[src/design/mipsPkg.sv]
`default_nettype none

package mipsPkg;

    // Primary opcodes
    localparam logic [5:0] opRType = 6'h00;
    localparam logic [5:0] opJ     = 6'h02;
    localparam logic [5:0] opJal   = 6'h03;
    localparam logic [5:0] opBeq   = 6'h04;
    localparam logic [5:0] opBne   = 6'h05;
    localparam logic [5:0] opAddiu = 6'h09;
    localparam logic [5:0] opLui   = 6'h0f;
    localparam logic [5:0] opLw    = 6'h23;
    localparam logic [5:0] opSw    = 6'h2b;

    // Funct codes under opRType
    localparam logic [5:0] fnJr   = 6'h08;
    localparam logic [5:0] fnJalr = 6'h09;
    localparam logic [5:0] fnAddu = 6'h21;
    localparam logic [5:0] fnSubu = 6'h23;
    localparam logic [5:0] fnAnd  = 6'h24;
    localparam logic [5:0] fnOr   = 6'h25;
    localparam logic [5:0] fnSlt  = 6'h2a;

    localparam logic [31:0] resetPc = 32'h0000_0000;

    typedef struct packed {
        logic [5:0] op;
        logic [4:0] rs;
        logic [4:0] rt;
        logic [4:0] rd;
        logic [4:0] shamt;
        logic [5:0] funct;
    } rTypeT;

    // Low 26 bits double as the J-type target
    typedef struct packed {
        logic [5:0]  op;
        logic [4:0]  rs;
        logic [4:0]  rt;
        logic [15:0] imm;
    } iTypeT;

    typedef union packed {
        rTypeT r;
        iTypeT i;
    } instrT;

    typedef enum logic [1:0] {Rt, Rd, Ra} regDstT;
    typedef enum logic [1:0] {Alu, Mem, Link} wbSelT;
    typedef enum logic [2:0] {Add, Sub, And, Or, Slt, Lui} aluOpT;

    typedef struct packed {
        logic   regWrite;
        logic   memRead;
        logic   memWrite;
        logic   aluSrcImm;
        logic   branchEq;
        logic   branchNe;
        logic   jump;
        logic   jumpReg;
        regDstT regDst;
        wbSelT  wbSel;
        aluOpT  aluOp;
    } ctrlT;

    typedef struct packed {
        logic [31:0] addr;
        logic [31:0] wdata;
        logic        write;
    } memReqT;

    typedef struct packed {
        logic        awvalid;
        logic [31:0] awaddr;
        logic        wvalid;
        logic [31:0] wdata;
        logic [3:0]  wstrb;
        logic        bready;
        logic        arvalid;
        logic [31:0] araddr;
        logic        rready;
    } axiMstT;

    typedef struct packed {
        logic        awready;
        logic        wready;
        logic        bvalid;
        logic [1:0]  bresp;
        logic        arready;
        logic        rvalid;
        logic [31:0] rdata;
        logic [1:0]  rresp;
    } axiSlvT;

endpackage

`default_nettype wire

[src/design/controlUnit.sv]
`default_nettype none

module controlUnit
    import mipsPkg::*;
(
    input  instrT instr,
    output ctrlT  ctrl
);

    always_comb
    begin
        // Everything off, so unknown encodings act as NOP
        ctrl.regWrite  = 1'b0;
        ctrl.memRead   = 1'b0;
        ctrl.memWrite  = 1'b0;
        ctrl.aluSrcImm = 1'b0;
        ctrl.branchEq  = 1'b0;
        ctrl.branchNe  = 1'b0;
        ctrl.jump      = 1'b0;
        ctrl.jumpReg   = 1'b0;
        ctrl.regDst    = Rt;
        ctrl.wbSel     = Alu;
        ctrl.aluOp     = Add;

        case (instr.r.op)
            opRType:
            begin
                ctrl.regDst = Rd;
                case (instr.r.funct)
                    fnAddu:
                    begin
                        ctrl.regWrite = 1'b1;
                        ctrl.aluOp    = Add;
                    end
                    fnSubu:
                    begin
                        ctrl.regWrite = 1'b1;
                        ctrl.aluOp    = Sub;
                    end
                    fnAnd:
                    begin
                        ctrl.regWrite = 1'b1;
                        ctrl.aluOp    = And;
                    end
                    fnOr:
                    begin
                        ctrl.regWrite = 1'b1;
                        ctrl.aluOp    = Or;
                    end
                    fnSlt:
                    begin
                        ctrl.regWrite = 1'b1;
                        ctrl.aluOp    = Slt;
                    end
                    fnJr:
                        ctrl.jumpReg = 1'b1;
                    fnJalr:
                    begin
                        // Link goes to rd, not $ra
                        ctrl.jumpReg  = 1'b1;
                        ctrl.regWrite = 1'b1;
                        ctrl.wbSel    = Link;
                    end
                    default:
                        ctrl.regDst = Rt;
                endcase
            end
            opAddiu:
            begin
                ctrl.regWrite  = 1'b1;
                ctrl.aluSrcImm = 1'b1;
            end
            opLui:
            begin
                ctrl.regWrite  = 1'b1;
                ctrl.aluSrcImm = 1'b1;
                ctrl.aluOp     = Lui;
            end
            opLw:
            begin
                ctrl.regWrite  = 1'b1;
                ctrl.memRead   = 1'b1;
                ctrl.aluSrcImm = 1'b1;
                ctrl.wbSel     = Mem;
            end
            opSw:
            begin
                ctrl.memWrite  = 1'b1;
                ctrl.aluSrcImm = 1'b1;
            end
            opBeq:
            begin
                ctrl.branchEq = 1'b1;
                ctrl.aluOp    = Sub;
            end
            opBne:
            begin
                ctrl.branchNe = 1'b1;
                ctrl.aluOp    = Sub;
            end
            opJ:
                ctrl.jump = 1'b1;
            opJal:
            begin
                ctrl.jump     = 1'b1;
                ctrl.regWrite = 1'b1;
                ctrl.regDst   = Ra;
                ctrl.wbSel    = Link;
            end
            default:
                ctrl.regDst = Rt;
        endcase
    end

endmodule

`default_nettype wire

[src/design/regFile.sv]
`default_nettype none

module regFile (
    input  logic        clk,
    input  logic        arstN,
    input  logic [4:0]  rdAddrA,
    input  logic [4:0]  rdAddrB,
    input  logic        we,
    input  logic [4:0]  wrAddr,
    input  logic [31:0] wrData,
    output logic [31:0] rdDataA,
    output logic [31:0] rdDataB
);

    logic [31:0] regs [32];

    // Register 0 is cleared by reset and never written
    always_ff @(posedge clk or negedge arstN)
    begin
        if (!arstN)
            regs <= '{default: '0};
        else if (we && (wrAddr != 5'd0))
            regs[wrAddr] <= wrData;
    end

    assign rdDataA = regs[rdAddrA];
    assign rdDataB = regs[rdAddrB];

endmodule

`default_nettype wire

[src/design/coreSequencer.sv]
`default_nettype none

module coreSequencer
    import mipsPkg::*;
(
    input  logic        clk,
    input  logic        arstN,
    input  ctrlT        ctrl,
    input  logic [31:0] rdDataA,
    input  logic [31:0] rdDataB,
    input  logic        fetchReqReady,
    input  logic        fetchRspValid,
    input  logic [31:0] fetchRspData,
    input  logic        dataReqReady,
    input  logic        dataRspValid,
    input  logic [31:0] dataRspData,
    output instrT       instr,
    output logic [4:0]  rdAddrA,
    output logic [4:0]  rdAddrB,
    output logic        we,
    output logic [4:0]  wrAddr,
    output logic [31:0] wrData,
    output logic        fetchReqValid,
    output memReqT      fetchReq,
    output logic        dataReqValid,
    output memReqT      dataReq
);

    typedef enum logic [1:0] {Fetch, Execute, Wait} seqStateT;

    seqStateT    state;
    logic [31:0] pc;
    instrT       instrReg;
    memReqT      dataReqQ;
    logic        fetchBusy;
    logic        dataBusy;
    logic [4:0]  loadDst;

    logic [31:0] signExt;
    logic [31:0] aluB;
    logic [31:0] aluResult;
    logic [31:0] pcPlus4;
    logic [31:0] branchTarget;
    logic [31:0] jumpTarget;
    logic [31:0] nextPc;
    logic        zero;
    logic        takeBranch;
    logic [4:0]  dstAddr;
    logic        fetchLeft;
    logic        dataLeft;

    assign instr   = instrReg;
    assign rdAddrA = instrReg.r.rs;
    assign rdAddrB = instrReg.r.rt;
    assign signExt = {{16{instrReg.i.imm[15]}}, instrReg.i.imm};
    assign aluB    = ctrl.aluSrcImm ? signExt : rdDataB;

    always_comb
    begin
        case (ctrl.aluOp)
            Sub:     aluResult = rdDataA - aluB;
            And:     aluResult = rdDataA & aluB;
            Or:      aluResult = rdDataA | aluB;
            Slt:     aluResult = {31'd0, $signed(rdDataA) < $signed(aluB)};
            Lui:     aluResult = {aluB[15:0], 16'h0000};
            default: aluResult = rdDataA + aluB;
        endcase
    end

    // Branch compare reuses the subtract result
    assign zero         = (aluResult == 32'd0);
    assign takeBranch   = (ctrl.branchEq && zero) || (ctrl.branchNe && !zero);
    assign pcPlus4      = pc + 32'd4;
    assign branchTarget = pcPlus4 + {signExt[29:0], 2'b00};
    assign jumpTarget   = {pcPlus4[31:28], instrReg.i[25:0], 2'b00};

    always_comb
    begin
        if (ctrl.jumpReg)
            nextPc = rdDataA;
        else if (ctrl.jump)
            nextPc = jumpTarget;
        else if (takeBranch)
            nextPc = branchTarget;
        else
            nextPc = pcPlus4;
    end

    always_comb
    begin
        case (ctrl.regDst)
            Rd:      dstAddr = instrReg.r.rd;
            Ra:      dstAddr = 5'd31;
            default: dstAddr = instrReg.r.rt;
        endcase
    end

    // ALU and link results land in Execute, load data on its response
    always_comb
    begin
        we     = 1'b0;
        wrAddr = dstAddr;
        wrData = (ctrl.wbSel == Link) ? pcPlus4 : aluResult;
        if (state == Execute)
            we = ctrl.regWrite && (ctrl.wbSel != Mem);
        else if ((state == Wait) && dataBusy && !dataReqQ.write && dataRspValid)
        begin
            we     = 1'b1;
            wrAddr = loadDst;
            wrData = dataRspData;
        end
    end

    assign fetchReq  = '{addr: pc, wdata: 32'd0, write: 1'b0};
    assign dataReq   = dataReqQ;
    assign fetchLeft = fetchBusy && !fetchRspValid;
    assign dataLeft  = dataBusy && !dataRspValid;

    always_ff @(posedge clk or negedge arstN)
    begin
        if (!arstN)
        begin
            state         <= Fetch;
            pc            <= resetPc;
            fetchReqValid <= 1'b1;
            fetchBusy     <= 1'b1;
            dataReqValid  <= 1'b0;
            dataBusy      <= 1'b0;
        end
        else
        begin
            if (fetchReqReady)
                fetchReqValid <= 1'b0;
            if (dataReqReady)
                dataReqValid <= 1'b0;
            if (fetchRspValid)
                fetchBusy <= 1'b0;
            if (dataRspValid)
                dataBusy <= 1'b0;

            case (state)
                Fetch:
                    if (fetchRspValid)
                        state <= Execute;
                Execute:
                begin
                    pc            <= nextPc;
                    fetchReqValid <= 1'b1;
                    fetchBusy     <= 1'b1;
                    if (ctrl.memRead || ctrl.memWrite)
                    begin
                        dataReqValid <= 1'b1;
                        dataBusy     <= 1'b1;
                        state        <= Wait;
                    end
                    else
                        state <= Fetch;
                end
                Wait:
                    if (!fetchLeft && !dataLeft)
                        state <= Execute;
                default:
                    state <= Fetch;
            endcase
        end
    end

    always_ff @(posedge clk)
    begin
        if (fetchRspValid)
            instrReg <= fetchRspData;
        if (state == Execute)
        begin
            dataReqQ <= '{addr: aluResult, wdata: rdDataB, write: ctrl.memWrite};
            loadDst  <= dstAddr;
        end
    end

endmodule

`default_nettype wire

[src/design/memArbiter.sv]
`default_nettype none

module memArbiter
    import mipsPkg::*;
(
    input  logic        clk,
    input  logic        arstN,
    input  logic        fetchReqValid,
    input  memReqT      fetchReq,
    input  logic        dataReqValid,
    input  memReqT      dataReq,
    input  axiSlvT      axiIn,
    output logic        fetchReqReady,
    output logic        fetchRspValid,
    output logic [31:0] fetchRspData,
    output logic        dataReqReady,
    output logic        dataRspValid,
    output logic [31:0] dataRspData,
    output axiMstT      axiOut
);

    typedef enum logic [1:0] {Idle, Addr, Resp} arbStateT;

    arbStateT    state;
    memReqT      grantReq;
    memReqT      reqQ;
    logic        ownerData;
    logic        arvalid;
    logic        awvalid;
    logic        wvalid;
    logic        rready;
    logic        bready;
    logic        rspPulse;
    logic [31:0] rspData;
    logic        awLeft;
    logic        wLeft;

    // Data port has priority
    assign dataReqReady  = (state == Idle) && dataReqValid;
    assign fetchReqReady = (state == Idle) && !dataReqValid && fetchReqValid;
    assign grantReq      = dataReqValid ? dataReq : fetchReq;

    assign awLeft = awvalid && !axiIn.awready;
    assign wLeft  = wvalid && !axiIn.wready;

    always_ff @(posedge clk or negedge arstN)
    begin
        if (!arstN)
        begin
            state     <= Idle;
            ownerData <= 1'b0;
            arvalid   <= 1'b0;
            awvalid   <= 1'b0;
            wvalid    <= 1'b0;
            rready    <= 1'b0;
            bready    <= 1'b0;
            rspPulse  <= 1'b0;
        end
        else
        begin
            rspPulse <= 1'b0;
            case (state)
                Idle:
                    if (dataReqReady || fetchReqReady)
                    begin
                        ownerData <= dataReqReady;
                        arvalid   <= !grantReq.write;
                        awvalid   <= grantReq.write;
                        wvalid    <= grantReq.write;
                        state     <= Addr;
                    end
                Addr:
                    if (reqQ.write)
                    begin
                        // aw and w may be taken in either order
                        awvalid <= awLeft;
                        wvalid  <= wLeft;
                        if (!awLeft && !wLeft)
                        begin
                            bready <= 1'b1;
                            state  <= Resp;
                        end
                    end
                    else if (axiIn.arready)
                    begin
                        arvalid <= 1'b0;
                        rready  <= 1'b1;
                        state   <= Resp;
                    end
                Resp:
                    if ((rready && axiIn.rvalid) || (bready && axiIn.bvalid))
                    begin
                        rready   <= 1'b0;
                        bready   <= 1'b0;
                        rspPulse <= 1'b1;
                        state    <= Idle;
                    end
                default:
                    state <= Idle;
            endcase
        end
    end

    always_ff @(posedge clk)
    begin
        if (state == Idle)
            reqQ <= grantReq;
        if (rready && axiIn.rvalid)
            rspData <= axiIn.rdata;
    end

    // Response goes back to the recorded owner only
    assign fetchRspValid = rspPulse && !ownerData;
    assign dataRspValid  = rspPulse && ownerData;
    assign fetchRspData  = rspData;
    assign dataRspData   = rspData;

    always_comb
    begin
        axiOut.awvalid = awvalid;
        axiOut.awaddr  = reqQ.addr;
        axiOut.wvalid  = wvalid;
        axiOut.wdata   = reqQ.wdata;
        axiOut.wstrb   = 4'hf;
        axiOut.bready  = bready;
        axiOut.arvalid = arvalid;
        axiOut.araddr  = reqQ.addr;
        axiOut.rready  = rready;
    end

endmodule

`default_nettype wire

[src/design/mipsTop.sv]
`default_nettype none

module mipsTop
    import mipsPkg::*;
(
    input  logic   clk,
    input  logic   arstN,
    input  axiSlvT axiIn,
    output axiMstT axiOut
);

    instrT       instr;
    ctrlT        ctrl;
    logic [4:0]  rdAddrA;
    logic [4:0]  rdAddrB;
    logic [31:0] rdDataA;
    logic [31:0] rdDataB;
    logic        we;
    logic [4:0]  wrAddr;
    logic [31:0] wrData;

    // Sequencer to arbiter request ports
    logic        fetchReqValid;
    memReqT      fetchReq;
    logic        fetchReqReady;
    logic        fetchRspValid;
    logic [31:0] fetchRspData;
    logic        dataReqValid;
    memReqT      dataReq;
    logic        dataReqReady;
    logic        dataRspValid;
    logic [31:0] dataRspData;

    coreSequencer uCoreSequencer (.*);

    controlUnit uControlUnit (.*);

    regFile uRegFile (.*);

    memArbiter uMemArbiter (.*);

endmodule

`default_nettype wire

[config.mk]
export PLATFORM = sky130hd
export DESIGN_NAME = mipsTop
export DESIGN_NICKNAME = d
export VERILOG_FILES = /design/src/design/mipsPkg.sv /design/src/design/controlUnit.sv /design/src/design/regFile.sv /design/src/design/coreSequencer.sv /design/src/design/memArbiter.sv /design/src/design/mipsTop.sv
export SDC_FILE = /design/constraint.sdc
export NUM_CORES = 2
export LEC_CHECK = 0
export BUFFER_PORTS_ARGS = -buffer_cell sky130_fd_sc_hd__buf_4
export CAP_MARGIN = 15
export CORE_ASPECT_RATIO = 1.2
export CORE_UTILIZATION = 39
export DETAILED_ROUTE_END_ITERATION = 8
export GPL_TIMING_DRIVEN = 0
export SLEW_MARGIN = 5
export SYNTH_ARGS = -nofsm -noshare
export SYNTH_HDL_FRONTEND = slang
export SYNTH_SLANG_ARGS = --single-unit
export TNS_END_PERCENT = 30
[constraint.sdc]
create_clock -name clk -period 8.2 [get_ports clk]
set_input_delay 1.64 -clock clk [delete_from_list [all_inputs] [get_ports clk]]
set_output_delay 1.64 -clock clk [all_outputs]
set_load 0.005 [all_outputs]
---- Word-level counts from Yosys, hierarchy flattened ----
Cells that the tools add are included.
storage, ports and cells
  bits in read-only memories .............. 0
  memory bits (writable) .................. 0
  bits in registers ....................... 1270
  logic and storage cells ................. 245
  bits in latches ......................... 0
  memories kept ........................... 0
  output and inout bits ................... 105
  bits of input ports ..................... 43
cells by class
  bitwise gates (word level) .............. 5
  reductions and logical operators ........ 61
  divide/modulo/power cells ............... 0
  multiply operators ...................... 0
  multiplexer cells ....................... 77
  eq/ne operators ......................... 38
  $add $sub $neg .......................... 4
  shift operators ......................... 0
  magnitude comparators ................... 5
operators by type and width
  operator                 count
  $bwmux W1024             1
  $mux W32                 12
  $bmux W32 S5             2
  $demux W32 S5            1
  $pmux W32 S5             1
  $mux W65                 1
  $add A32 B32 Y32         2
  $eq A6 B6 Y1 const B     7
  $mux W1                  35
  $add A32 B3 Y32 const B  1
  $and A32 B32 Y32         1
  $logic_not A32 Y1        1
  $lt A32 B32 Y1           1
  $or A32 B32 Y32          1
  $sub A32 B32 Y32         1
  $eq A6 B4 Y1 const B     4
  $logic_and A1 B1 Y1      21
  $ge A6 B6 Y1 const B     3
  $mux W2                  9
  $not A5 Y6               3
  $pmux W2 S3              3
  $reduce_and A4 Y1        4
  $logic_not A1 Y1         13
  $eq A6 B2 Y1 const B     2
  other kinds (28)         60

---- Logic depth before layout (Yosys ltp) ----
  depth in word-level cells ............... 14
  gate-level depth with buffers ........... 35
  depth with buffers taken out ............ 25

---- Hierarchy ----
Synthesis repeated with hierarchy kept, for this count alone.
unflattened totals
  cell total of the unflattened synthesis .. 6694
  area total of the unflattened synthesis .. 75732.6 sq um
by module, submodules not included
  module         cells an instance  instances  seq. area each (sq um)  area an instance (sq um)
  regFile        4601               1          25624.6                 55942.4
  coreSequencer  1678               1          4016.4                  14107.3
  memArbiter     361                1          3138.0                  5283.8
  controlUnit    54                 1          0.0                     399.1

---- Worst setup path after synthesis ----
No wires, ideal clock.
  path kind ............................... flip-flop to flip-flop
  start ................................... register uCoreSequencer.instrReg (netlist bit uCoreSequencer.instr[16])
  end ..................................... register uCoreSequencer.pc[4]
  setup slack ............................. -213 ps
  library setup time ...................... 264 ps
  period minus slack after synthesis ...... 8413 ps
  data required time ...................... 7936 ps
  cell stages (with the launch flop) ...... 31
  path buffers ............................ 11
  arrival ................................. 8149 ps
  cell sequence ........................... edfxtp_1 -> clkbuf_1 -> buf_2 -> buf_2 -> buf_2 -> buf_2 -> clkbuf_1 -> clkbuf_1 -> buf_1 -> mux4_2 -> mux4_2 -> mux2_2 -> o21ai_0 -> ha_1 -> a21oi_1 -> o31ai_1 -> a21oi_1 -> o22ai_1 -> nor3_1 -> a211oi_1 -> o31ai_1 -> a31oi_1 -> nor4b_1 -> a311o_1 -> clkbuf_1 -> nand4bb_4 -> and2_4 -> buf_6 -> buf_6 -> mux2i_1 -> a31oi_1
between the ends
  longest elaborated chain between the ends .. 14
  elaborated cells on any way between the ends .. 19
  those cells by class .................... add/sub: 2; order compare: 1; mux: 8; bitwise: 3; reduce/logical: 5
RTL lines
  what                                                  line                                      RTL
  from (decl)                                           coreSequencer.sv:33                       instrT instrReg;
  from (signal assigned)                                coreSequencer.sv:171                      instrReg <= fetchRspData;
  $not A5 Y6 (not written as such) *                    regFile.sv:27                             assign rdDataB = regs[rdAddrB];
  $bmux W32 S5 *                                        regFile.sv:27
  $mux W32 (not written as such) * (2 in series)        regFile.sv:27
  via rdDataB[19]                                       mipsTop.sv:17                             logic [31:0] rdDataB;
  $mux W32 *                                            coreSequencer.sv:56                       assign aluB = ctrl.aluSrcImm ? signExt : rdDataB;
  $add A32 B32 Y32 or $sub A32 B32 Y32 (tied branches)  coreSequencer.sv:66, coreSequencer.sv:61
  $pmux W32 S5 *                                        coreSequencer.sv:60                       case (ctrl.aluOp)
  via uCoreSequencer.aluResult[31]                      coreSequencer.sv:41                       logic [31:0] aluResult;
  $logic_not A32 Y1 *                                   coreSequencer.sv:71                       assign zero = (aluResult == 32'd0);
  $logic_not A1 Y1                                      coreSequencer.sv:72                       assign takeBranch = (ctrl.branchEq && zero) || (ctrl.branchNe && !zero);
  $logic_and A1 B1 Y1                                   coreSequencer.sv:72
  $logic_or A1 B1 Y1 *                                  coreSequencer.sv:72
  $mux W32 *                                            coreSequencer.sv:83                       else if (takeBranch)
  $mux W32 *                                            coreSequencer.sv:81                       else if (ctrl.jump)
  $mux W32 *                                            coreSequencer.sv:79                       if (ctrl.jumpReg)
  to (signal assigned)                                  coreSequencer.sv:124                      pc <= resetPc;
  to (signal assigned)                                  coreSequencer.sv:147                      pc <= nextPc;
  to (decl)                                             coreSequencer.sv:32                       logic [31:0] pc;
The timed path passes the listed nets; every way through them passes the cells marked *. The select of a mux whose other input is x is not followed.
A chain may end at the register's enable or synchronous reset.

---- Final worst setup path ----
  start ................................... register uCoreSequencer.instrReg (netlist bit uCoreSequencer.instr[17])
  end ..................................... register uCoreSequencer.pc[28]
between the ends
  longest elaborated chain between the ends .. 14
  elaborated cells on any way between the ends .. 19
  those cells by class .................... add/sub: 2; order compare: 1; mux: 8; bitwise: 3; reduce/logical: 5
RTL lines
  what                                            line                 RTL
  $not A5 Y6 (not written as such) *              regFile.sv:27
  $bmux W32 S5 *                                  regFile.sv:27
  $mux W32 (not written as such) * (2 in series)  regFile.sv:27
  via rdDataB[6]                                  mipsTop.sv:17
  $mux W32 *                                      coreSequencer.sv:56
  $lt A32 B32 Y1 *                                coreSequencer.sv:64  Slt: aluResult = {31'd0, $signed(rdDataA) < $signed(aluB)};
  $pmux W32 S5 *                                  coreSequencer.sv:60
  via uCoreSequencer.aluResult[0]                 coreSequencer.sv:41
  $logic_not A32 Y1 *                             coreSequencer.sv:71
  $logic_not A1 Y1                                coreSequencer.sv:72
  $logic_and A1 B1 Y1                             coreSequencer.sv:72
  $logic_or A1 B1 Y1 *                            coreSequencer.sv:72
  $mux W32 *                                      coreSequencer.sv:83
  $mux W32 *                                      coreSequencer.sv:81
  $mux W32 *                                      coreSequencer.sv:79
Marks and branches as above.

==> results.txt <==
For this block, the routed nets add up to 313,000 um of wire. The largest single stage delay on the critical path is 560 ps. The synthesized netlist occupies a cell area of 0.0713 sq mm. In the synthesized netlist the dominant register cell turns out to be dfrtp_1. The routed length per instance was 32.8 um; the total overflow reported by the global router was 0. The first routing iteration left 8,161 violations.

The first-pass iteration count of the detailed router was 7; the switching power was 6.58 mW. For the worst setup path, the data arrival time is 8900 ps. The most critical setup path has its startpoint at uCoreSequencer.instr[17]. For the number of buffers inserted during clock tree synthesis, the log shows 136. Buffers inserted to repair hold after CTS numbered 0. TritonCTS built the clock tree. Entering global routing, the biggest net connects 169 pins.

The highest net fanout along the worst path works out to 10. In the final layout, flip-flops and latches occupy 0.0328 sq mm. In this run, synthesis inferred 199 flip-flops with an integrated enable. The depth of the worst register-to-register path is 33, and the async set-reset flop share out of synthesis is 84.3%. The number of I/O port buffers was 139. By area the synthesized netlist is led by dfrtp_1 (38%), mux4_2 (17%), edfxtp_1 (8.4%), o21ai_0 (7.4%), nand2_1 (6.6%).

The nature of the critical path endpoint was a register. The cell taking the most area after synthesis was dfrtp_1. The logs give 59,400 for the via count of the first global-routing pass and 0.0828 sq mm for the post-layout instance area.

The routed design uses 143,000 um of met2 wire. The worst setup path is of the reg -> reg kind. The run finished, with violations left. Setup slack of the critical path after layout: -58.8 ps. Synthesis inferred 1,270 register bits.

For this design the static power due to leakage is 34.9 nW. In this run the clock root is driven by a clkbuf_16. The peak clock frequency supported by timing is 0.121 GHz. The count of fill cells added during filler insertion was 16,800; the number of levels in the clock H-tree was 4.

In the routed design, unresolved DRC markers number 0. For the post-synthesis instance total, the log shows 6,627. The top cell type by area accounts for 37.5% of the synthesized area. The distinct cell type count of the synthesized netlist came out at 93.

The worst slew margin relative to its limit was 4.72%. The smallest clock period supported by the final layout is computed as 8260 ps. In the detailed route, the total length drawn on met3 is 31,100 um. The final max-slew violation count is 0.

The run gives 0.247 mV as the peak supply drop. The worst setup path is launched from a register. After detailed placement, the design holds a cell count of 9,244. The net count of the finished layout is 7,179. Clock skew after layout: 40.7 ps. In this run, the combinational gates consume 28.4% of the power. For the pin with the worst max-slew slack, the measured transition is 1420 ps. The tools report the summed negative setup slack over all endpoints as -260 ps. CTS saw 1,270 sinks. The total routing resource utilization after global routing came out at 33.7%. The checks that failed: negative setup slack. The detail route stage leaves a number of antenna-violating nets equal to 0. The highest layer touched by signal routing is met5. The area occupied by multi-input gates is 0.0357 sq mm. The end of the worst register-to-register path is uCoreSequencer.pc[28]. The core region is 0.181 sq mm. The global-route wire length before repair was 438,000 um.

For this design, the slowest cell found on the critical path is mux4_2. The hold violation total from the final report came out at 0. Measured along the x axis, the die boundary spans 392 um. For the filler-free cell count of the finished design, the log shows 9,536.

The die is 470 um tall. Clock transition time at the flip-flop clock pins of the worst setup and hold paths: 60 ps. The min-delay analysis places its worst path in the category reg -> reg.

The share of the Yosys chip area taken by registers is 46.0%. The growth of design area from synthesis to finish was 16.2%; the mean instance size in the synthesized netlist was 10.8 sq um. The run gives 3 as the worst-case clock buffer depth. Of the available clock period, the critical path in the final layout requires 101%. The wire-length estimate of the detail-placed layout is 236,000 um. For this run, the number of Yosys warnings is 0.

The tools report the routed length on met1 as 107,000 um. Per report_power, the clock group accounts for 34.5% of the total. In the synthesized netlist, the cells that appear most often are nand2_1 (1,260), dfrtp_1 (1,069), o21ai_0 (1,058). For the effective utilization at floorplan, the log shows 39.3%.

At the end of routability-driven placement, the weighted congestion stood at 1.06. The origin of the worst min-delay path was uCoreSequencer.state[0]. The capture point of the critical path is uCoreSequencer.pc[28]. Net switching is 33.9% of the power. The full die area came out at 0.185 sq mm. The via count normalized by instance count is 6.33. Summing over every cut layer, the via total after detailed routing is 60,300. STA puts the critical path data required time at 8840 ps.

In the final layout, the share of cells above drive strength 1 is 20.6%. The logs give 148 for the count of boundary I/O pins and 12.8 mW for the internal power. Number of max-capacitance violations reported: 0. The run gives 830 ps as the clock insertion delay at the later pin of the skew report. For the sequential power share, the log shows 37.2%. Final setup violation count: 11. The floorplan has 171 rows. The most numerous cell in the Yosys netlist is nand2_1. The initial antenna violation count is 13, and the power density of the placed cells is 234 mW/mm^2. The run gives 45.7% as the fraction of the core area covered by cells at the end of the flow. For flop-to-flop paths, the worst setup slack is -60 ps. The tools report the launch point of the worst reg-to-reg path as uCoreSequencer.instr[17]. Total cell area at the placement stage: 0.0763 sq mm.

In this design, the critical path's most frequently occurring cell is buf_12.
-- power groups by stage --
stage	logic (mW)	clock network (mW)	registers [mW]
final	5.50	6.69	7.21
after global routing	5.75	6.94	7.24
after CTS	5.28	6.70	7.20
after detailed placement	5.09	0	7.31
after global placement	4.91	0	7.35
after floorplan	2.96	0	7.18
-- through the flow --
step | hold WS [ps] | setup WS, ps | power [mW]
final | 458 | -58.8 | 19.4
after global routing | 491 | -42.3 | 19.9
after CTS | 461 | 0.0151 | 19.2
after detailed placement | 454 | -4830 | 12.4
after global placement | 451 | -7480 | 12.3
after floorplan | 421 | 27.9 | 10.1
-- worst min path at each step --
| stage | cells after the start | to |
|---|---|---|
| after floorplan | 0 | uCoreSequencer.instr[10] |
| after global placement | 1 | uCoreSequencer.state[0] |
| after detailed placement | 1 | uCoreSequencer.state[0] |
| after CTS | 1 | uCoreSequencer.state[0] |
| after global routing | 1 | uCoreSequencer.state[0] |
| final | 1 | uCoreSequencer.state[0] |
-- cell type report --
cell class | instances | area share, %
inverters | 133 | 0.603
repair buffers | 240 | 2.78
plain buffers | 659 | 4.53
clock buffers | 195 | 4.89
flip-flops and latches | 1270 | 39.6
diodes | 11 | 0.0332
multi-input cells | 4552 | 43.1
well taps | 2422 | 3.66
clock inverters | 54 | 0.844
-- layer usage --
metal	vias to the layer above	global-route usage, %
met5	-	0
met4	4	28.4
met3	1082	8.38
met2	3887	52.6
met1	30600	38.9
li1	24700	-
-- state kept, by name, indices dropped and copies added, names as in the netlist, 2 cells and up --
| signal | cells |
|---|---|
| uMemArbiter.axiOut | 64 |
| uMemArbiter.state | 2 |
| uRegFile.regs | 1024 |
| uCoreSequencer.loadDst | 5 |
| uCoreSequencer.instr | 32 |
| uCoreSequencer.dataReq | 65 |
| uMemArbiter.dataRspData | 32 |
| uCoreSequencer.state | 2 |
| uCoreSequencer.pc | 32 |
-- cells by family after synthesis --
group | share of synthesized area, %
AOI/OAI and AO/OA | 13.2
and+or+nand+nor | 10.8
DFF | 46.0
adders and majority gates | 2.55
xor gates and xnor gates | 1.03
muxes | 21.4
other | 0.00526
buffers and inverters | 4.97
-- cell usage in the layout, fill, tap and decap left out, types with 26 or more instances in the layout --
master        n
buf_8        29
clkbuf_1    434
mux2_2       65
mux4_2      552
xnor2_1      60
o21ai_1      26
o21ai_0    1021
buf_4       312
nor2_1      236
mux2i_1     188
a21o_1       31
clkbuf_2     33
inv_1       130
edfxtp_1    199
and2_1       47
dfrtp_1    1069
ha_1        133
a21oi_1     186
clkbuf_8     38
nand3_1      57
clkbuf_16   149
nor3_1       54
a22oi_1      89
nand2_1    1260
-- critical path, delay by kind of cell (launching register included) --
family | cells | cell delay [ps]
AO/OA/AOI/OAI | 6 | 1490
multiplexers | 4 | 1430
AND/OR/NAND/NOR | 9 | 2370
buffers and inverters | 13 | 2120
adder cells (fa/ha/maj) | 1 | 230
flip-flops | 1 | 340
-- timing repair --
| item | 4_1_cts | 5_1_grt |
|---|---|---|
| setup endpoints to repair | 1047 | 249 |
| pin swaps | 15 | 19 |
| gates resized for setup | 341 | 113 |
| buffers inserted | 20 | 25 |
Note: power is estimated with default switching activity, not from simulation.
